==> src/hdl/conv_defs.svh <==
`ifndef CONV_DEFS_SVH
`define CONV_DEFS_SVH

// array geometry.
`define CONV_UNITS        3
`define CONV_WORD_WIDTH   8
`define CONV_KERNEL_H_MAX 3
`define CONV_KERNEL_W_MAX 3
`define CONV_CORES        4

// rows on a pixel beat, with the kernel edge rows.
`define CONV_UNITS_EDGES (`CONV_UNITS + `CONV_KERNEL_H_MAX - 1)

// pixel bus words, padded to a power of two.
`define CONV_PIXEL_WORDS (2 ** $clog2(`CONV_UNITS_EDGES))

// words on one gathered weight beat.
`define CONV_WEIGHT_WORDS (`CONV_CORES * `CONV_KERNEL_W_MAX)

`define CONV_DMA_BITS       32
`define CONV_DMA_PER_WEIGHT 3 // 12 words over 4 bytes.

`endif
==> src/hdl/conv_pkg.sv <==
`include "conv_defs.svh"

package conv_pkg;

  typedef logic [`CONV_UNITS_EDGES-1:0][`CONV_WORD_WIDTH-1:0]  pixel_words_t;
  typedef logic [`CONV_WEIGHT_WORDS-1:0][`CONV_WORD_WIDTH-1:0] weight_words_t;

  // first listed field sits in the msb, so is_max lands on bit 0.
  typedef struct packed {
    logic [1:0] kernel_h_1;
    logic       is_lrelu;
    logic       is_max;
  } pixel_tuser_t;

  // is_top_block on bit 0.
  typedef struct packed {
    logic [1:0] kernel_w_1;
    logic       is_1x1;
    logic       is_bottom_block;
    logic       is_top_block;
  } weight_tuser_t;

  // pixel flags in the low bits, weight flags above them.
  typedef struct packed {
    weight_tuser_t wgt;
    pixel_tuser_t  pix;
  } conv_tuser_t;

  typedef struct packed {
    pixel_words_t data;
    pixel_tuser_t tuser;
    logic         last;
  } pixel_beat_t;

  typedef struct packed {
    weight_words_t data;
    weight_tuser_t tuser;
    logic          last;
  } weight_beat_t;

endpackage

==> src/hdl/conv_input_pipe.sv <==
`timescale 1ns/1ps

`include "conv_defs.svh"

module conv_input_pipe (
  input  logic                                           aclk,
  input  logic                                           reset,

  input  logic                                           pixel_tvalid,
  output logic                                           pixel_tready,
  input  logic [`CONV_PIXEL_WORDS*`CONV_WORD_WIDTH-1:0]  pixel_tdata,
  input  logic                                           pixel_tlast,

  input  logic                                           weight_tvalid,
  output logic                                           weight_tready,
  input  logic [`CONV_DMA_BITS-1:0]                      weight_tdata,
  input  logic                                           weight_tlast,

  output logic                                           conv_tvalid,
  input  logic                                           conv_tready,
  output logic [`CONV_UNITS_EDGES*`CONV_WORD_WIDTH-1:0]  conv_tdata_pixels,
  output logic [`CONV_WEIGHT_WORDS*`CONV_WORD_WIDTH-1:0] conv_tdata_weights,
  output conv_pkg::conv_tuser_t                          conv_tuser,
  output logic                                           conv_tlast
);

  import conv_pkg::*;

  // unpacker/gatherer to slice.
  logic         pix_up_valid;
  logic         pix_up_ready;
  pixel_beat_t  pix_up_beat;
  logic         wgt_up_valid;
  logic         wgt_up_ready;
  weight_beat_t wgt_up_beat;

  // slice to joiner.
  logic         pix_valid;
  logic         pix_ready;
  pixel_beat_t  pix_beat;
  logic         wgt_valid;
  logic         wgt_ready;
  weight_beat_t wgt_beat;

  pixel_unpacker u_pixel_unpacker (
    .aclk         (aclk),
    .reset        (reset),
    .pixel_tvalid (pixel_tvalid),
    .pixel_tready (pixel_tready),
    .pixel_tdata  (pixel_tdata),
    .pixel_tlast  (pixel_tlast),
    .out_valid    (pix_up_valid),
    .out_ready    (pix_up_ready),
    .out_beat     (pix_up_beat)
  );

  weight_gatherer u_weight_gatherer (
    .aclk          (aclk),
    .reset         (reset),
    .weight_tvalid (weight_tvalid),
    .weight_tready (weight_tready),
    .weight_tdata  (weight_tdata),
    .weight_tlast  (weight_tlast),
    .out_valid     (wgt_up_valid),
    .out_ready     (wgt_up_ready),
    .out_beat      (wgt_up_beat)
  );

  axis_reg_slice #(.payload_t(pixel_beat_t)) u_pixel_slice (
    .aclk      (aclk),
    .reset     (reset),
    .in_valid  (pix_up_valid),
    .in_ready  (pix_up_ready),
    .in_data   (pix_up_beat),
    .out_valid (pix_valid),
    .out_ready (pix_ready),
    .out_data  (pix_beat)
  );

  axis_reg_slice #(.payload_t(weight_beat_t)) u_weight_slice (
    .aclk      (aclk),
    .reset     (reset),
    .in_valid  (wgt_up_valid),
    .in_ready  (wgt_up_ready),
    .in_data   (wgt_up_beat),
    .out_valid (wgt_valid),
    .out_ready (wgt_ready),
    .out_data  (wgt_beat)
  );

  stream_joiner u_stream_joiner (
    .aclk               (aclk),
    .pix_valid          (pix_valid),
    .pix_ready          (pix_ready),
    .pix_beat           (pix_beat),
    .wgt_valid          (wgt_valid),
    .wgt_ready          (wgt_ready),
    .wgt_beat           (wgt_beat),
    .conv_tvalid        (conv_tvalid),
    .conv_tready        (conv_tready),
    .conv_tdata_pixels  (conv_tdata_pixels),
    .conv_tdata_weights (conv_tdata_weights),
    .conv_tuser         (conv_tuser),
    .conv_tlast         (conv_tlast)
  );

endmodule

==> src/hdl/stream_joiner.sv <==
`timescale 1ns/1ps

`include "conv_defs.svh"

module stream_joiner (
  input  logic                                            aclk,
  input  logic                                            pix_valid,
  output logic                                            pix_ready,
  input  conv_pkg::pixel_beat_t                           pix_beat,
  input  logic                                            wgt_valid,
  output logic                                            wgt_ready,
  input  conv_pkg::weight_beat_t                          wgt_beat,
  output logic                                            conv_tvalid,
  input  logic                                            conv_tready,
  output logic [`CONV_UNITS_EDGES*`CONV_WORD_WIDTH-1:0]   conv_tdata_pixels,
  output logic [`CONV_WEIGHT_WORDS*`CONV_WORD_WIDTH-1:0]  conv_tdata_weights,
  output conv_pkg::conv_tuser_t                           conv_tuser,
  output logic                                            conv_tlast
);

  // a side is popped only when the other side pops with it.
  assign conv_tvalid = pix_valid & wgt_valid;
  assign pix_ready   = conv_tready & wgt_valid;
  assign wgt_ready   = conv_tready & pix_valid;

  assign conv_tdata_pixels  = pix_beat.data;
  assign conv_tdata_weights = wgt_beat.data;

  assign conv_tuser.pix = pix_beat.tuser;
  assign conv_tuser.wgt = wgt_beat.tuser;

  assign conv_tlast = pix_beat.last; // weight last is the same when in step.

  // both packets of a layer must carry the same number of beats.
  a_last_aligned: assert property (
    @(posedge aclk)
    conv_tvalid && conv_tready |-> pix_beat.last == wgt_beat.last
  );

endmodule

==> src/hdl/weight_gatherer.sv <==
`timescale 1ns/1ps

`include "conv_defs.svh"

module weight_gatherer (
  input  logic                      aclk,
  input  logic                      reset,
  input  logic                      weight_tvalid,
  output logic                      weight_tready,
  input  logic [`CONV_DMA_BITS-1:0] weight_tdata,
  input  logic                      weight_tlast,
  output logic                      out_valid,
  input  logic                      out_ready,
  output conv_pkg::weight_beat_t    out_beat
);

  import conv_pkg::*;

  localparam int DMA_WORDS  = `CONV_DMA_BITS / `CONV_WORD_WIDTH;
  localparam int PART_WORDS = (`CONV_DMA_PER_WEIGHT - 1) * DMA_WORDS;
  localparam int CNT_W      = $clog2(`CONV_DMA_PER_WEIGHT);

  logic [DMA_WORDS-1:0][`CONV_WORD_WIDTH-1:0]  dma_words;
  logic [PART_WORDS-1:0][`CONV_WORD_WIDTH-1:0] part_q;
  logic [CNT_W-1:0] count;
  logic             is_header;
  logic             last_dma;
  logic             take;
  weight_tuser_t    tuser_q;

  assign dma_words = weight_tdata; // byte 0 is word 0.
  assign last_dma  = (count == CNT_W'(`CONV_DMA_PER_WEIGHT - 1));

  // only the closing beat of a group needs a free output register.
  assign weight_tready = ~reset & (is_header | ~last_dma | ~out_valid | out_ready);
  assign take          = weight_tvalid & weight_tready;

  always_ff @(posedge aclk) begin
    if (reset) begin
      is_header <= 1'b1;
      count     <= '0;
      out_valid <= 1'b0;
    end else begin
      if (take && !is_header && last_dma) begin
        out_valid <= 1'b1;
      end else if (out_ready) begin
        out_valid <= 1'b0;
      end

      if (take && !is_header) begin
        count <= last_dma ? '0 : count + 1'b1;
      end

      if (take) begin
        is_header <= is_header ? 1'b0 : weight_tlast;
      end
    end
  end

  always_ff @(posedge aclk) begin
    if (take && is_header) begin
      tuser_q <= weight_tuser_t'(weight_tdata[$bits(weight_tuser_t)-1:0]);
    end
  end

  // older dma beats shift down toward word 0.
  always_ff @(posedge aclk) begin
    if (take && !is_header && !last_dma) begin
      part_q <= {dma_words, part_q[PART_WORDS-1:DMA_WORDS]};
    end
  end

  always_ff @(posedge aclk) begin
    if (take && !is_header && last_dma) begin
      out_beat.data  <= {dma_words, part_q};
      out_beat.tuser <= tuser_q;
      out_beat.last  <= weight_tlast;
    end
  end

  // a weight packet holds whole groups only.
  a_tlast_on_group_end: assert property (
    @(posedge aclk) disable iff (reset)
    weight_tvalid && !is_header && weight_tlast |-> last_dma
  );

endmodule

==> src/hdl/pixel_unpacker.sv <==
`timescale 1ns/1ps

`include "conv_defs.svh"

module pixel_unpacker (
  input  logic                                          aclk,
  input  logic                                          reset,
  input  logic                                          pixel_tvalid,
  output logic                                          pixel_tready,
  input  logic [`CONV_PIXEL_WORDS*`CONV_WORD_WIDTH-1:0] pixel_tdata,
  input  logic                                          pixel_tlast,
  output logic                                          out_valid,
  input  logic                                          out_ready,
  output conv_pkg::pixel_beat_t                         out_beat
);

  import conv_pkg::*;

  logic [`CONV_PIXEL_WORDS-1:0][`CONV_WORD_WIDTH-1:0] in_words;
  logic         is_header;
  logic         take;
  pixel_tuser_t tuser_q;

  assign in_words = pixel_tdata;

  // headers are swallowed, so they never need room downstream.
  assign pixel_tready = ~reset & (is_header | ~out_valid | out_ready);
  assign take         = pixel_tvalid & pixel_tready;

  always_ff @(posedge aclk) begin
    if (reset) begin
      is_header <= 1'b1;
      out_valid <= 1'b0;
    end else begin
      if (take && !is_header) begin
        out_valid <= 1'b1;
      end else if (out_ready) begin
        out_valid <= 1'b0;
      end

      if (take) begin
        is_header <= is_header ? 1'b0 : pixel_tlast; // next packet after tlast.
      end
    end
  end

  // layer flags, held for the whole packet.
  always_ff @(posedge aclk) begin
    if (take && is_header) begin
      tuser_q <= pixel_tuser_t'(in_words[0][$bits(pixel_tuser_t)-1:0]);
    end
  end

  always_ff @(posedge aclk) begin
    if (take && !is_header) begin
      out_beat.data  <= in_words[`CONV_UNITS_EDGES-1:0]; // padding words dropped.
      out_beat.tuser <= tuser_q;
      out_beat.last  <= pixel_tlast;
    end
  end

  // a packet must have at least one data beat after its header.
  a_header_not_last: assert property (
    @(posedge aclk) disable iff (reset)
    pixel_tvalid && is_header |-> !pixel_tlast
  );

endmodule

==> src/hdl/axis_reg_slice.sv <==
`timescale 1ns/1ps

module axis_reg_slice #(
  parameter type payload_t = logic
) (
  input  logic     aclk,
  input  logic     reset,
  input  logic     in_valid,
  output logic     in_ready,
  input  payload_t in_data,
  output logic     out_valid,
  input  logic     out_ready,
  output payload_t out_data
);

  logic     main_valid;
  logic     skid_valid;
  payload_t main_data;
  payload_t skid_data;
  logic     main_load;
  logic     skid_load;

  // main register is free when empty or being drained this cycle.
  assign main_load = out_ready | ~main_valid;

  // stalled with a beat arriving, park it in the skid.
  assign skid_load = in_valid & in_ready & ~main_load;

  assign in_ready  = ~skid_valid; // straight from a flop.
  assign out_valid = main_valid;
  assign out_data  = main_data;

  always_ff @(posedge aclk) begin
    if (reset) begin
      main_valid <= 1'b0;
      skid_valid <= 1'b0;
    end else begin
      if (main_load) begin
        main_valid <= skid_valid | in_valid;
        skid_valid <= 1'b0;
      end else if (skid_load) begin
        skid_valid <= 1'b1;
      end
    end
  end

  always_ff @(posedge aclk) begin
    if (main_load && (skid_valid || in_valid)) begin
      main_data <= skid_valid ? skid_data : in_data; // skid is older.
    end
    if (skid_load) begin
      skid_data <= in_data;
    end
  end

  a_hold_when_stalled: assert property (
    @(posedge aclk) disable iff (reset)
    out_valid && !out_ready |=> out_valid && $stable(out_data)
  );

endmodule

==> config.mk <==
export PLATFORM = sky130hd
export DESIGN_NAME = conv_input_pipe
export DESIGN_NICKNAME = d
export VERILOG_FILES = /design/src/hdl/conv_pkg.sv /design/src/hdl/conv_input_pipe.sv /design/src/hdl/stream_joiner.sv /design/src/hdl/weight_gatherer.sv /design/src/hdl/pixel_unpacker.sv /design/src/hdl/axis_reg_slice.sv
export VERILOG_INCLUDE_DIRS = /design/src /design/src/hdl
export SDC_FILE = /design/constraint.sdc
export NUM_CORES = 1
export LEC_CHECK = 0
export BUFFER_PORTS_ARGS = -buffer_cell sky130_fd_sc_hd__buf_4
export CAP_MARGIN = 25
export CORE_MARGIN = 3
export CORE_UTILIZATION = 52
export CTS_CLUSTER_SIZE = 30
export DETAILED_ROUTE_END_ITERATION = 8
export PLACE_DENSITY = 0.76
export SKIP_LAST_GASP = 1
export SYNTH_ARGS = -nofsm -noshare
export SYNTH_HDL_FRONTEND = slang
export SYNTH_HIERARCHICAL = 1
export SYNTH_SLANG_ARGS = --single-unit
==> constraint.sdc <==
create_clock -name aclk -period 14.9 [get_ports aclk]
set_input_delay 2.98 -clock aclk [delete_from_list [all_inputs] [get_ports aclk]]
set_output_delay 2.98 -clock aclk [all_outputs]
set_load 0.01 [all_outputs]
== After elaboration in Yosys (flattened, before gate mapping) ==
Cells that the tools add are included.

* Bits in registers: 523
* Input port bits: 103
* Output and inout port bits: 149
* Word-level logic and storage cells: 159

* Add/subtract/negate cells: 1
* Equality and inequality tests: 3
* Muxes and demuxes: 9
* Bitwise logic cells: 30
* Reduce and logical (&&, ||, !) cells: 15

{| class="wikitable"
|+ Operators with widths
! cell !! number
|-
| 2-to-1 mux 102 bit || 1
|-
| 2-to-1 mux 45 bit || 1
|-
| AND 1 bit || 11
|-
| inverter 1 bit || 10
|-
| OR 1 bit || 9
|-
| logical AND 1 bit || 8
|-
| 2-to-1 mux 1 bit || 6
|-
| inequality test 2 bit (second input constant) || 2
|-
| OR reduction 2 bit || 2
|-
| logical NOT 1 bit || 3
|-
| adder 2 x 1 -> 2 bit (second input constant) || 1
|-
| equality test 2 bit (second input constant) || 1
|-
| logical OR 1 bit || 2
|-
| 2-to-1 mux 2 bit || 1
|}

== Depth between registers and ports, before layout ==
* Word-level depth: 10
* Depth in mapped cells: 7

== Hierarchy ==
Netlist, hierarchy kept.

{| class="wikitable"
|+ Modules (own cells, without submodules)
! module !! instances !! cells each !! area an instance (sq um) !! sequential area each (sq um)
|-
| axis_reg_slice at u_weight_slice || 1 || 327 || 7,586.0 || 6,165.9
|-
| weight_gatherer || 1 || 196 || 5,358.9 || 5,215.0
|-
| axis_reg_slice at u_pixel_slice || 1 || 149 || 3,364.5 || 2,742.6
|-
| pixel_unpacker || 1 || 62 || 1,602.8 || 1,511.4
|-
| stream_joiner || 1 || 149 || 1,114.8 || 0.0
|}

== Least setup slack after synthesis ==
No wires, ideal clock.

* Path type: input to register
* From: in reset
* To: reg u_weight_gatherer/out_beat[0] (netlist name), enable pin
* Data arrival time: 13,708 ps
* Slack: 343 ps
* Cell stages on the path: 2
* Path buffers: 1
* Path through: clkbuf_1 > nor4b_1

* Longest elaborated chain between the ends: 5

{| class="wikitable"
|+ Ends and longest elaborated chain
! item !! RTL line !! text
|-
| from (decl) || conv_input_pipe.sv:7 || <nowiki>input logic reset,</nowiki>
|-
| inverter 1 bit || weight_gatherer.sv:35 || <nowiki>assign weight_tready = ~reset & (is_header | ~last_dma | ~out_valid | out_ready);</nowiki>
|-
| AND 1 bit || weight_gatherer.sv:35 ||
|-
| AND 1 bit || weight_gatherer.sv:36 || <nowiki>assign take = weight_tvalid & weight_tready;</nowiki>
|-
| logical AND 1 bit (2 in series) || weight_gatherer.sv:74 || <nowiki>if (take && !is_header && last_dma) begin</nowiki>
|-
| to (decl) || weight_gatherer.sv:14 || <nowiki>output conv_pkg::weight_beat_t out_beat</nowiki>
|}

No other way between the ends.
A chain may end at the register's enable or synchronous reset.

== Final worst setup path ==
* From: in reset
* To: out pixel_tready

* Longest elaborated chain between the ends: 2

{| class="wikitable"
|+ Ends and longest elaborated chain
! item !! RTL line !! text
|-
| inverter 1 bit || pixel_unpacker.sv:27 || <nowiki>assign pixel_tready = ~reset & (is_header | ~out_valid | out_ready);</nowiki>
|-
| AND 1 bit || pixel_unpacker.sv:27 ||
|-
| to (decl) || conv_input_pipe.sv:10 || <nowiki>output logic pixel_tready,</nowiki>
|}

No other way between the ends.

==> metrics.cfg <==
[drt]
first_iter_violations = 458
via_per_inst = 5.02
routed_wl_um = 29800
drc = 0
wl_per_cell_um = 19.7
ant_nets = 0
vias = 7569
first_pass_iters = 4

[synth]
syn_avg_cell_area_um2 = 21.5
synth_area_mm2 = 0.0189
yosysWarnings = 6
syn_inst = 879
postSynthNetCount = 982

[clock_network]
clkTransAtPathRegs_ns = 0.07
cts_buffers = 51
cts_hold_repair.buffers = 0
insertion_delay_ns = 0.57
root_buffer = clkbuf_16
cts_tree = built
cts_setup_buffers = 0
ctsResizeCount = 0
cts_buffer_depth = 3
htreeDepth = 2
cts.sinks = 521

[power]
max-vdd-ir-drop_mv = 0.111
powerDensity_mw_per_mm2 = 132
leakagePower_nw = 7.40

[sta]
tns_ns = 0
slew_headroom_pct = 30.3
fmax_mhz = 153
clock_skew_ns = 0.0147
period_needed_ns = 6.55
worstMarginPinSlew_ns = 1.04
hold_viol = 0
setup_viol = 0
rsz0062_at_grt = no
drv_slew = 0
fin_crit_sh_pct = 44.0

[job]
cap_violations = 0

[worst_setup_path]
crit_chain = buf_4, inv_1, o21a_1, buf_4
reg2reg_slack_ns = 12.20
critPathMaxFanout = 15
critPathSlowestCell = buf_4
cp.arrival_ns = 3.57
path_delay_family = buffers and inverters
path_common_cell = buf_4
path_buf_inv = 3
crit_required_ns = 11.92
critPathKind = in2out
start_kind = input pin
end_kind = output port
max_stage_delay_ns = 0.22

[finish]
mostFrequentLayoutCell = edfxtp_1
synthToLayoutAreaGrowth_pct = 14.7
nets = 1109
fin_util_pct = 60.7
final_cell_mix = 511 x edfxtp_1, 237 x buf_4, 104 x mux2_2
drive_gt1_share_pct = 45.0
final_cells = 1508

[die]
rows = 69
die_area_mm2 = 0.0387
initial_core_util_pct = 53.0
core_region_area_mm2 = 0.0357
die-height_um = 197
ios = 252
die_w_um = 197

[grt]
grt_pass1_wl_um = 45700
grt_overflow = 0
antenna_found_initial = 3
grt_max_degree = 67
grt_pass1_vias = 7953
grt_usage_pct = 15.3

[place]
dpl.hpwl_um = 18000
gp_congestion = 0.756
placed_cells = 1414
port_buffers = 227

[status]
outcome = complete, no violations

[min_path]
hp-class = reg2reg

-- state kept, by name, summed over array words and instances (netlist names) --
register                     count
u_pixel_slice/out_data          45
u_pixel_slice/out_valid          1
u_pixel_slice/skid_data         45
u_pixel_slice/skid_valid         1
u_pixel_unpacker/is_header       1
u_pixel_unpacker/out_beat       45
u_pixel_unpacker/out_valid       1
u_pixel_unpacker/tuser_q         4
u_weight_gatherer/count          2
u_weight_gatherer/is_header      1
u_weight_gatherer/out_beat     101
u_weight_gatherer/out_valid      1
u_weight_gatherer/part_q        64
u_weight_gatherer/tuser_q        5
u_weight_slice/out_data        101
u_weight_slice/out_valid         1
u_weight_slice/skid_data       101
u_weight_slice/skid_valid        1
-- final timing paths --
| kind | startpoint | endpoint | cells after the start |
|---|---|---|---|
| setup / recovery | reset | pixel_tready | 4 |
| setup reg to reg | u_pixel_slice/skid_valid | u_pixel_unpacker/out_beat[34] | 5 |
| hold / removal | u_weight_gatherer/part_q[22] | u_weight_gatherer/out_beat[28] | 0 |
| hold reg to reg | u_weight_gatherer/part_q[22] | u_weight_gatherer/out_beat[28] | 0 |
-- per-layer routing --
layer	global-route usage (%)	vias up	wire length, um
met5	0	-	17
met3	3.97	49	1610
met4	6.36	2	782
met1	18.8	3842	11900
met2	26.0	192	15500
li1	-	3484	-
-- cell type report --
type	instances	area, um2
tap	461	577
inverter	4	15.0
timing repair buffer	238	1800
clock buffer	63	1320
fill	2474	14000
clock inverter	29	279
antenna	2	5.00
sequential	521	15500
multi-input combinational	190	2160
-- metrics by stage --
stage	cell area, um2	setup slack [ns]	total power (W)	hold WS [ns]
floorplan	18900	0.449	0.00166	0.400
detailed placement	20100	8.35	0.00169	0.405
finish	21700	8.35	0.00287	0.414
global route	21700	8.29	0.00298	0.421
global placement	20100	8.36	0.00169	0.401
CTS	21700	8.34	0.00292	0.416
-- power breakdown --
part | switching, W | total (W) | internal, W | leakage, nW
Clock | 0.000514 | 0.00122 | 0.000703 | 0.779
Combinational | 0.0000194 | 0.0000419 | 0.0000224 | 1.92
Sequential | 0.00000501 | 0.00161 | 0.00161 | 4.70
Note: power is estimated with default switching activity, not from simulation.
